===== config.mk =====
export PLATFORM = sky130hd
export DESIGN_NAME = tmu_top
export DESIGN_NICKNAME = d
export VERILOG_FILES = /design/src/source/tmu_pkg.sv /design/src/source/tmu_addr.sv /design/src/source/tmu_blend.sv /design/src/source/tmu_ctlif.sv /design/src/source/tmu_scan.sv /design/src/source/tmu_top.sv
export SDC_FILE = /design/constraint.sdc
export NUM_CORES = 2
export LEC_CHECK = 0
export ABC_AREA = 1
export BUFFER_PORTS_ARGS = -buffer_cell sky130_fd_sc_hd__buf_2
export CORE_AREA = 5 5 228 230
export CTS_CLUSTER_SIZE = 8
export DETAILED_ROUTE_END_ITERATION = 10
export DIE_AREA = 0 0 233 235
export GPL_ROUTABILITY_DRIVEN = 0
export PLACE_DENSITY_LB_ADDON = 0.3
export REMOVE_ABC_BUFFERS = 1
export SYNTH_ARGS = -nofsm -noshare
export SYNTH_HDL_FRONTEND = slang
export SYNTH_SLANG_ARGS = --single-unit

===== constraint.sdc =====
create_clock -name sys_clk -period 17.4 [get_ports sys_clk]
set_input_delay 1.74 -clock sys_clk [delete_from_list [all_inputs] [get_ports sys_clk]]
set_output_delay 1.74 -clock sys_clk [all_outputs]
set_load 0.03 [all_outputs]

===== src/source/tmu_pkg.sv =====
package tmu_pkg;

	// ==================================================
	// widths and csr map
	// ==================================================

	// pixel address width, one word per pixel
	localparam int adr_w = 20;

	// csr_a[13:10] value that selects this unit
	localparam logic [3:0] csr_sel = 4'h2;

	localparam logic [4:0] reg_ctl         = 5'd0;
	localparam logic [4:0] reg_brightness  = 5'd1;
	localparam logic [4:0] reg_chroma_key  = 5'd2;
	localparam logic [4:0] reg_tex_fbuf    = 5'd3;
	localparam logic [4:0] reg_tex_hres    = 5'd4;
	localparam logic [4:0] reg_tex_hmask   = 5'd5;
	localparam logic [4:0] reg_tex_vmask   = 5'd6;
	localparam logic [4:0] reg_dst_fbuf    = 5'd7;
	localparam logic [4:0] reg_dst_hres    = 5'd8;
	localparam logic [4:0] reg_dst_vres    = 5'd9;
	localparam logic [4:0] reg_dst_hoffset = 5'd10;
	localparam logic [4:0] reg_dst_voffset = 5'd11;
	localparam logic [4:0] reg_dst_squarew = 5'd12;
	localparam logic [4:0] reg_dst_squareh = 5'd13;
	localparam logic [4:0] reg_alpha       = 5'd14;

	// alpha at this value means no framebuffer read and no mixing
	localparam logic [5:0] alpha_opaque = 6'd63;

	// ==================================================
	// types
	// ==================================================

	// same 16 bits, compared raw for the key, split for blending
	typedef union packed {
		logic [15:0] raw;
		struct packed {
			logic [4:0] r;
			logic [5:0] g;
			logic [4:0] b;
		} rgb;
	} pixel_t;

	typedef struct packed {
		logic              chroma_key_en;
		logic [5:0]        brightness;
		logic [15:0]       chroma_key;
		logic [adr_w-1:0]  tex_fbuf;
		logic [10:0]       tex_hres;
		logic [10:0]       tex_hmask;
		logic [10:0]       tex_vmask;
		logic [adr_w-1:0]  dst_fbuf;
		logic [10:0]       dst_hres;
		logic [10:0]       dst_vres;
		logic signed [11:0] dst_hoffset;
		logic signed [11:0] dst_voffset;
		logic [10:0]       dst_squarew;
		logic [10:0]       dst_squareh;
		logic [5:0]        alpha;
	} tmu_cfg_t;

	localparam tmu_cfg_t cfg_default = '{
		chroma_key_en: 1'b0,
		brightness:    6'd63,
		chroma_key:    16'd0,
		tex_fbuf:      '0,
		tex_hres:      11'd512,
		tex_hmask:     '1,
		tex_vmask:     '1,
		dst_fbuf:      '0,
		dst_hres:      11'd640,
		dst_vres:      11'd480,
		dst_hoffset:   12'sd0,
		dst_voffset:   12'sd0,
		dst_squarew:   11'd16,
		dst_squareh:   11'd16,
		alpha:         6'd63
	};

	// one square position from the scanner
	typedef struct packed {
		logic        valid;
		logic        last;
		logic [10:0] tex_x;
		logic [10:0] tex_y;
		logic [10:0] dst_x;
		logic [10:0] dst_y;
	} scan_beat_t;

	// pixel waiting for its read data
	typedef struct packed {
		logic             valid;
		logic             last;
		logic [adr_w-1:0] dst_adr;
	} fetch_beat_t;

endpackage


===== src/source/tmu_addr.sv =====
module tmu_addr (
	input  logic                          sys_clk,
	input  logic                          sys_rst,
	input  tmu_pkg::tmu_cfg_t             cfg,
	input  tmu_pkg::scan_beat_t           beat_in,

	output logic                          tex_rd_en,
	output logic [tmu_pkg::adr_w-1:0]     tex_rd_adr,
	output logic                          fb_rd_en,
	output logic [tmu_pkg::adr_w-1:0]     fb_rd_adr,

	output tmu_pkg::fetch_beat_t          beat_out
);

	logic [21:0]               tex_line;
	logic [21:0]               dst_line;
	logic [tmu_pkg::adr_w-1:0] tex_col;
	logic [tmu_pkg::adr_w-1:0] dst_col;
	logic [tmu_pkg::adr_w-1:0] tex_adr;
	logic [tmu_pkg::adr_w-1:0] dst_adr;

	// row start offsets, 11 by 11 bits
	assign tex_line = beat_in.tex_y * cfg.tex_hres;
	assign dst_line = beat_in.dst_y * cfg.dst_hres;

	assign tex_col = beat_in.tex_x;
	assign dst_col = beat_in.dst_x;

	// both wrap at adr_w bits
	assign tex_adr = cfg.tex_fbuf + tex_line[tmu_pkg::adr_w-1:0] + tex_col;
	assign dst_adr = cfg.dst_fbuf + dst_line[tmu_pkg::adr_w-1:0] + dst_col;

	always_ff @(posedge sys_clk) begin
		if (sys_rst) begin
			tex_rd_en <= 1'b0;
			fb_rd_en <= 1'b0;
			beat_out.valid <= 1'b0;
			beat_out.last <= 1'b0;
		end else begin
			tex_rd_en <= beat_in.valid;
			// the old pixel is only needed for mixing
			fb_rd_en <= beat_in.valid && (cfg.alpha != tmu_pkg::alpha_opaque);
			beat_out.valid <= beat_in.valid;
			beat_out.last <= beat_in.last;
		end
	end

	always_ff @(posedge sys_clk) begin
		tex_rd_adr <= tex_adr;
		fb_rd_adr <= dst_adr;
		beat_out.dst_adr <= dst_adr;
	end

endmodule


===== src/source/tmu_blend.sv =====
module tmu_blend (
	input  logic                          sys_clk,
	input  logic                          sys_rst,
	input  tmu_pkg::tmu_cfg_t             cfg,
	input  tmu_pkg::fetch_beat_t          beat_in,
	input  tmu_pkg::pixel_t               tex_rd_data,
	input  tmu_pkg::pixel_t               fb_rd_data,

	output logic                          fb_we,
	output logic [tmu_pkg::adr_w-1:0]     fb_wr_adr,
	output tmu_pkg::pixel_t               fb_wr_data
);

	logic       valid_q;
	logic       keyed;
	logic       opaque;
	logic [6:0] bright_w;
	logic [6:0] src_w;
	logic [6:0] dst_w;
	logic [5:0] bc_r;
	logic [5:0] bc_g;
	logic [5:0] bc_b;
	logic [5:0] mix_r;
	logic [5:0] mix_g;
	logic [5:0] mix_b;

	// weighted sum of two channels over 64
	function automatic logic [5:0] mix(
		input logic [5:0] c,
		input logic [5:0] d,
		input logic [6:0] wc,
		input logic [6:0] wd
	);
		logic [12:0] acc;
		acc = c * wc + d * wd;
		return acc[11:6];
	endfunction

	// ==================================================
	// write stage, data arrives with the registered beat
	// ==================================================
	always_ff @(posedge sys_clk) begin
		if (sys_rst)
			valid_q <= 1'b0;
		else
			valid_q <= beat_in.valid;
	end

	always_ff @(posedge sys_clk) begin
		fb_wr_adr <= beat_in.dst_adr;
	end

	assign keyed = cfg.chroma_key_en && (tex_rd_data.raw == cfg.chroma_key);
	assign fb_we = valid_q && !keyed;

	assign opaque = cfg.alpha == tmu_pkg::alpha_opaque;
	assign bright_w = {1'b0, cfg.brightness} + 7'd1;
	assign src_w = {1'b0, cfg.alpha} + 7'd1;
	assign dst_w = {1'b0, tmu_pkg::alpha_opaque - cfg.alpha};

	// brightness first, five bit channels zero extended
	assign bc_r = mix({1'b0, tex_rd_data.rgb.r}, 6'd0, bright_w, 7'd0);
	assign bc_g = mix(tex_rd_data.rgb.g, 6'd0, bright_w, 7'd0);
	assign bc_b = mix({1'b0, tex_rd_data.rgb.b}, 6'd0, bright_w, 7'd0);

	// then alpha against the old framebuffer pixel
	assign mix_r = mix(bc_r, {1'b0, fb_rd_data.rgb.r}, src_w, dst_w);
	assign mix_g = mix(bc_g, fb_rd_data.rgb.g, src_w, dst_w);
	assign mix_b = mix(bc_b, {1'b0, fb_rd_data.rgb.b}, src_w, dst_w);

	always_comb begin
		if (opaque) begin
			fb_wr_data.rgb.r = bc_r[4:0];
			fb_wr_data.rgb.g = bc_g;
			fb_wr_data.rgb.b = bc_b[4:0];
		end else begin
			fb_wr_data.rgb.r = mix_r[4:0];
			fb_wr_data.rgb.g = mix_g;
			fb_wr_data.rgb.b = mix_b[4:0];
		end
	end

endmodule


===== src/source/tmu_ctlif.sv =====
module tmu_ctlif (
	input  logic                sys_clk,
	input  logic                sys_rst,

	input  logic [13:0]         csr_a,
	input  logic                csr_we,
	input  logic [31:0]         csr_di,
	output logic [31:0]         csr_do,

	input  logic                busy,
	output logic                start,
	output logic                irq,
	output tmu_pkg::tmu_cfg_t   cfg
);

	logic        csr_hit;
	logic [4:0]  idx;
	logic [31:0] rd_data;
	logic        busy_q;

	assign csr_hit = csr_a[13:10] == tmu_pkg::csr_sel;
	assign idx = csr_a[4:0];

	// ==================================================
	// register writes and run control
	// ==================================================
	always_ff @(posedge sys_clk) begin
		if (sys_rst) begin
			cfg <= tmu_pkg::cfg_default;
			start <= 1'b0;
			irq <= 1'b0;
			busy_q <= 1'b0;
		end else begin
			busy_q <= busy;
			// end of run seen as busy going low
			irq <= busy_q & ~busy;
			start <= 1'b0;
			if (csr_hit && csr_we) begin
				case (idx)
					tmu_pkg::reg_ctl: begin
						// a start while a run is going, or just launched, is dropped
						start <= csr_di[0] & ~busy & ~start;
						cfg.chroma_key_en <= csr_di[1];
					end
					tmu_pkg::reg_brightness:  cfg.brightness <= csr_di[5:0];
					tmu_pkg::reg_chroma_key:  cfg.chroma_key <= csr_di[15:0];
					tmu_pkg::reg_tex_fbuf:    cfg.tex_fbuf <= csr_di[tmu_pkg::adr_w-1:0];
					tmu_pkg::reg_tex_hres:    cfg.tex_hres <= csr_di[10:0];
					tmu_pkg::reg_tex_hmask:   cfg.tex_hmask <= csr_di[10:0];
					tmu_pkg::reg_tex_vmask:   cfg.tex_vmask <= csr_di[10:0];
					tmu_pkg::reg_dst_fbuf:    cfg.dst_fbuf <= csr_di[tmu_pkg::adr_w-1:0];
					tmu_pkg::reg_dst_hres:    cfg.dst_hres <= csr_di[10:0];
					tmu_pkg::reg_dst_vres:    cfg.dst_vres <= csr_di[10:0];
					tmu_pkg::reg_dst_hoffset: cfg.dst_hoffset <= csr_di[11:0];
					tmu_pkg::reg_dst_voffset: cfg.dst_voffset <= csr_di[11:0];
					tmu_pkg::reg_dst_squarew: cfg.dst_squarew <= csr_di[10:0];
					tmu_pkg::reg_dst_squareh: cfg.dst_squareh <= csr_di[10:0];
					tmu_pkg::reg_alpha:       cfg.alpha <= csr_di[5:0];
					default: ;
				endcase
			end
		end
	end

	// ==================================================
	// readback
	// ==================================================
	always_comb begin
		rd_data = 32'd0;
		case (idx)
			tmu_pkg::reg_ctl:         rd_data = {30'd0, cfg.chroma_key_en, busy};
			tmu_pkg::reg_brightness:  rd_data = {26'd0, cfg.brightness};
			tmu_pkg::reg_chroma_key:  rd_data = {16'd0, cfg.chroma_key};
			tmu_pkg::reg_tex_fbuf:    rd_data = {12'd0, cfg.tex_fbuf};
			tmu_pkg::reg_tex_hres:    rd_data = {21'd0, cfg.tex_hres};
			tmu_pkg::reg_tex_hmask:   rd_data = {21'd0, cfg.tex_hmask};
			tmu_pkg::reg_tex_vmask:   rd_data = {21'd0, cfg.tex_vmask};
			tmu_pkg::reg_dst_fbuf:    rd_data = {12'd0, cfg.dst_fbuf};
			tmu_pkg::reg_dst_hres:    rd_data = {21'd0, cfg.dst_hres};
			tmu_pkg::reg_dst_vres:    rd_data = {21'd0, cfg.dst_vres};
			// offsets come back sign extended
			tmu_pkg::reg_dst_hoffset: rd_data = {{20{cfg.dst_hoffset[11]}}, cfg.dst_hoffset};
			tmu_pkg::reg_dst_voffset: rd_data = {{20{cfg.dst_voffset[11]}}, cfg.dst_voffset};
			tmu_pkg::reg_dst_squarew: rd_data = {21'd0, cfg.dst_squarew};
			tmu_pkg::reg_dst_squareh: rd_data = {21'd0, cfg.dst_squareh};
			tmu_pkg::reg_alpha:       rd_data = {26'd0, cfg.alpha};
			default:                  rd_data = 32'd0;
		endcase
	end

	always_ff @(posedge sys_clk) begin
		if (sys_rst) begin
			csr_do <= 32'd0;
		end else begin
			csr_do <= csr_hit ? rd_data : 32'd0;
		end
	end

endmodule


===== src/source/tmu_scan.sv =====
module tmu_scan (
	input  logic                  sys_clk,
	input  logic                  sys_rst,
	input  logic                  start,
	input  tmu_pkg::tmu_cfg_t     cfg,
	output tmu_pkg::scan_beat_t   beat,
	output logic                  running
);

	logic [10:0]        col;
	logic [10:0]        row;
	logic               col_last;
	logic               row_last;
	logic signed [12:0] pos_x;
	logic signed [12:0] pos_y;
	logic               in_x;
	logic               in_y;

	assign col_last = col == cfg.dst_squarew - 11'd1;
	assign row_last = row == cfg.dst_squareh - 11'd1;

	// destination position, may fall outside the framebuffer
	assign pos_x = $signed(cfg.dst_hoffset) + $signed({2'b00, col});
	assign pos_y = $signed(cfg.dst_voffset) + $signed({2'b00, row});

	assign in_x = !pos_x[12] && (pos_x[11:0] < {1'b0, cfg.dst_hres});
	assign in_y = !pos_y[12] && (pos_y[11:0] < {1'b0, cfg.dst_vres});

	// ==================================================
	// square walk, row major
	// ==================================================
	always_ff @(posedge sys_clk) begin
		if (sys_rst) begin
			running <= 1'b0;
			col <= '0;
			row <= '0;
		end else if (start) begin
			// an empty square never runs
			running <= (cfg.dst_squarew != '0) && (cfg.dst_squareh != '0);
			col <= '0;
			row <= '0;
		end else if (running) begin
			if (col_last) begin
				col <= '0;
				row <= row + 11'd1;
				if (row_last)
					running <= 1'b0;
			end else begin
				col <= col + 11'd1;
			end
		end
	end

	always_comb begin
		beat.valid = running && in_x && in_y;
		beat.last = running && col_last && row_last;
		beat.tex_x = col & cfg.tex_hmask;
		beat.tex_y = row & cfg.tex_vmask;
		// only meaningful when valid, then both lie in 0..2047
		beat.dst_x = pos_x[10:0];
		beat.dst_y = pos_y[10:0];
	end

endmodule


===== src/source/tmu_top.sv =====
module tmu_top (
	input  logic                          sys_clk,
	input  logic                          sys_rst,

	input  logic [13:0]                   csr_a,
	input  logic                          csr_we,
	input  logic [31:0]                   csr_di,
	output logic [31:0]                   csr_do,
	output logic                          irq,

	output logic                          tex_rd_en,
	output logic [tmu_pkg::adr_w-1:0]     tex_rd_adr,
	input  tmu_pkg::pixel_t               tex_rd_data,

	output logic                          fb_rd_en,
	output logic [tmu_pkg::adr_w-1:0]     fb_rd_adr,
	input  tmu_pkg::pixel_t               fb_rd_data,

	output logic                          fb_we,
	output logic [tmu_pkg::adr_w-1:0]     fb_wr_adr,
	output tmu_pkg::pixel_t               fb_wr_data
);

	tmu_pkg::tmu_cfg_t    cfg;
	tmu_pkg::scan_beat_t  scan_beat;
	tmu_pkg::fetch_beat_t fetch_beat;
	logic                 start;
	logic                 running;
	logic                 addr_busy;
	logic                 blend_busy;
	logic                 busy;

	// ==================================================
	// run status
	// ==================================================
	// the addr stage also counts as busy while it holds the end marker
	assign addr_busy = fetch_beat.valid | fetch_beat.last;
	assign blend_busy = fb_we;
	assign busy = running | addr_busy | blend_busy;

	tmu_ctlif tmu_ctlif_inst (
		.sys_clk (sys_clk),
		.sys_rst (sys_rst),
		.csr_a   (csr_a),
		.csr_we  (csr_we),
		.csr_di  (csr_di),
		.csr_do  (csr_do),
		.busy    (busy),
		.start   (start),
		.irq     (irq),
		.cfg     (cfg)
	);

	tmu_scan tmu_scan_inst (
		.sys_clk (sys_clk),
		.sys_rst (sys_rst),
		.start   (start),
		.cfg     (cfg),
		.beat    (scan_beat),
		.running (running)
	);

	tmu_addr tmu_addr_inst (
		.sys_clk    (sys_clk),
		.sys_rst    (sys_rst),
		.cfg        (cfg),
		.beat_in    (scan_beat),
		.tex_rd_en  (tex_rd_en),
		.tex_rd_adr (tex_rd_adr),
		.fb_rd_en   (fb_rd_en),
		.fb_rd_adr  (fb_rd_adr),
		.beat_out   (fetch_beat)
	);

	tmu_blend tmu_blend_inst (
		.sys_clk     (sys_clk),
		.sys_rst     (sys_rst),
		.cfg         (cfg),
		.beat_in     (fetch_beat),
		.tex_rd_data (tex_rd_data),
		.fb_rd_data  (fb_rd_data),
		.fb_we       (fb_we),
		.fb_wr_adr   (fb_wr_adr),
		.fb_wr_data  (fb_wr_data)
	);

endmodule


==> results by group <==
Synth
  • Synth Instances: 4175
  • Avg Cell Area, Syn: 7.61 sq um
  • Post-synthesis cell area: 31800 sq um
  • Area fraction of the dominant cell type after synthesis: 25.7%
  • Synthesized flop and latch total: 281
  • Top_reg_cell synth: dfxtp_1
  • YS warnings: 0
  • Netlist cell types: 56
  • Number of flops mapped to enable cells by yosys: 0
  • Seq/Total Area, Yosys: 17.7%
  • Ys async rst share: 0%
  • Largest cells by area after synthesis: fa_1 (26%), dfxtp_1 (18%), ha_1 (12%)
  • Area leader, netlist: fa_1

Cells and area
  • Synth-to-layout area growth: 7.20%
  • Final Util: 68.6%
  • Fill count: 4139
  • Share of layout cells above drive strength 1: 7.27%
  • Most frequent cells in the layout: inv_1 (889), nand2_1 (778), nor2_1 (452)
  • Most common cell after layout, fill and taps aside: inv_1
  • Layout Nets: roughly 5000
  • Fin cells: between 4000 and 5000

Timing
  • Min Tclk post-route: 12020 ps
  • Measured slew at the worst slew-check pin: around 1300 ps
  • Final hold vios: 0
  • Final Slew Violations: 0
  • Fmax: roughly 83 MHz
  • Worst Skew: between 30 and 40 ps
  • Final-report setup violation count: 0
  • Unrepaired setup endpoints after global routing: false
  • Period utilization: 69.1%
  • Worst rel slew slack: 14.1%
  • Setup TNS: 0 ps

GRT
  • Vias in the first global route: 27900
  • Antenna violations before repair: 5
  • Pin count of the biggest net entering global routing: 93
  • Gr usage total: between 30% and 40%
  • Total grt overflow: 0
  • Global-route wire length before repair: roughly 140000 microns

Critical path
  • CP endpoint kind: primary output
  • CP Class: flop to primary output
  • Critical path arrival: 10280 ps
  • Setup crit start kind: flop
  • Most used cell, CP: nand2_1
  • Worst-path fanout max: 14
  • Worst path required time: 15660 ps
  • Worst path slowest cell: dfxtp_1
  • Crit-path max cell delay: 760 ps

Status
  • Status: completed

Clock tree
  • Root Driver: clkbuf_16
  • Clock buffer depth: 3
  • Hold buffers post-CTS: 0
  • Total clock sinks: 281
  • CTS H-tree lvls: 2
  • Total CTS buffers: 41
  • Clk_lat worst skew: 570 ps
  • Post-CTS sizing: 0
  • Postcts setup bufs: 0
  • Clock-pin transition on the worst setup and hold timing paths: 50 ps
  • CTS tree: yes

Pwr
  • Static Leakage: 17.5 nW
  • Max VDD drop: 0.0560 mV
  • Power Density: 44.0 nW/um^2

Die
  • Initial Utilization: 64.0%
  • Die W: 233 microns
  • Die area: roughly 55000 sq um
  • Die H: 235 microns
  • Site row count: 82
  • IO Pins: ~190
  • Core Area: ~50000 sq um

Drt
  • DRT met1 WL: 33800 microns
  • Total number of vias: 27900
  • First drt pass iteration count: 6
  • Max Used Layer: met5
  • Initial DRC count: a little under 3000
  • Post-DRT Antenna Nets: 0
  • DRC viols: 0
  • Drt total wl: 89400 microns
  • Routed len/inst: 18.1 microns
  • Via-to-Cell Ratio: 5.65
  • Met3 wire length: 10800 microns
  • DR WL met2: ~40000 microns

Place
  • Dpl hpwl: around 71000 microns
  • IO buf count: 175
  • Placed Cells: 4888

Hold path
  • Min-Delay Path Class: flop to flop

Flow run
  • Max Cap Violations: 0
cells by family (layout without fill, tap and decap cells):
family	after synthesis	count (layout)	share of synthesized area [%]
buf+inv	1071	1161	13.1
simple gates	1482	1482	19.1
other cells	0	7	0
compound gates	516	516	9.30
flops	281	281	17.7
xor+xnor	122	122	3.47
fa+ha+maj	703	703	37.3
final timing paths:
path                                   startpoint                             endpoint  slack [ps]  cells after the start
max          tmu_ctlif_inst.cfg[163]$_SDFFE_PP1P_                       fb_wr_data[10]        5380                     44
min            tmu_addr_inst.fb_rd_adr[5]$_DFF_P_  tmu_blend_inst.fb_wr_adr[5]$_DFF_P_         340                      0
max reg2reg     tmu_scan_inst.row[0]$_SDFFE_PP0P_  tmu_addr_inst.fb_rd_adr[15]$_DFF_P_       10220                     28
min reg2reg    tmu_addr_inst.fb_rd_adr[5]$_DFF_P_  tmu_blend_inst.fb_wr_adr[5]$_DFF_P_         340                      0
metal layers:
layer  vias to the layer above  global-route usage [%]
met5                         -                       0
li1                      12900                       -
met2                      1551                    51.5
met3                       323                    7.63
met1                     13100                    43.4
met4                         2                    14.2
synth_stat cells, types with 5 or more instances:
| library cell | count |
|---|---|
| a221oi_1 | 25 |
| inv_1 | 890 |
| o21bai_1 | 9 |
| nand3_1 | 118 |
| o211ai_1 | 20 |
| nor2_1 | 452 |
| clkbuf_1 | 108 |
| nand2_2 | 13 |
| ha_1 | 295 |
| nor2_2 | 10 |
| fa_1 | 408 |
| inv_2 | 18 |
| nor3_1 | 31 |
| buf_4 | 33 |
| or2_2 | 12 |
| o21ai_1 | 5 |
| a211oi_1 | 8 |
| nand2_1 | 778 |
| xor2_1 | 85 |
| a21oi_1 | 184 |
| nor4_1 | 12 |
| xnor2_1 | 34 |
| a21o_1 | 7 |
| nand4_1 | 25 |
| a22oi_1 | 6 |
| buf_2 | 9 |
| o21ai_0 | 186 |
| clkinv_1 | 12 |
| nand3b_1 | 11 |
| a31oi_1 | 16 |
| dfxtp_1 | 281 |
| o22ai_1 | 20 |
| a41oi_1 | 8 |
sequential cells by signal (all words and copies together), names as in the netlist, 11 cells and up:
signal,flops
tmu_blend_inst.fb_wr_adr,20
tmu_scan_inst.row,11
tmu_addr_inst.fb_rd_adr,20
tmu_ctlif_inst.cfg,170
tmu_addr_inst.tex_rd_adr,20
tmu_ctlif_inst.csr_do,21
tmu_scan_inst.col,11
layout make-up:
cell class / instances / area, sq um / area share, %
antenna: 7 / 17.5 / 0.0514
clock buffer: 47 / 1090 / 3.20
clock inverter: 2 / 36.3 / 0.107
inverter: 920 / 3460 / 10.1
multi-input combinational: 2823 / 22000 / 64.6
sequential: 281 / 5630 / 16.5
tap: 672 / 841 / 2.47
timing repair buffer: 192 / 1000 / 2.95
critical path: cells and delay by family, from the launching register on:
family	cells	cell delay [ps]
fa+ha+maj	10	4690
simple gates	22	2990
flops	1	760
buf+inv	10	680
xor+xnor	1	380
compound gates	1	200
where the power goes:
| part | internal [W] | switching [W] | leakage, nW | total, W |
|---|---|---|---|---|
| logic | 0.0000337 | 0.0000888 | 14.7 | 0.000122 |
| registers | 0.000646 | 0.000000850 | 2.26 | 0.000646 |
| clock network | 0.000436 | 0.000293 | 0.552 | 0.000729 |
metrics by stage:
step                      hold WS (ps)  worst slack, ps  power [W]  cell area (sq um)
after CTS                          343             5430    0.00150              34000
after floorplan                    410             6920   0.000729              31100
after global placement             329             5850   0.000776              32900
final                              342             5380    0.00150              34100
after detailed placement           331             5700   0.000778              32900
after global routing               345             4810    0.00154              34100
Power figures use the tool's default switching activity.
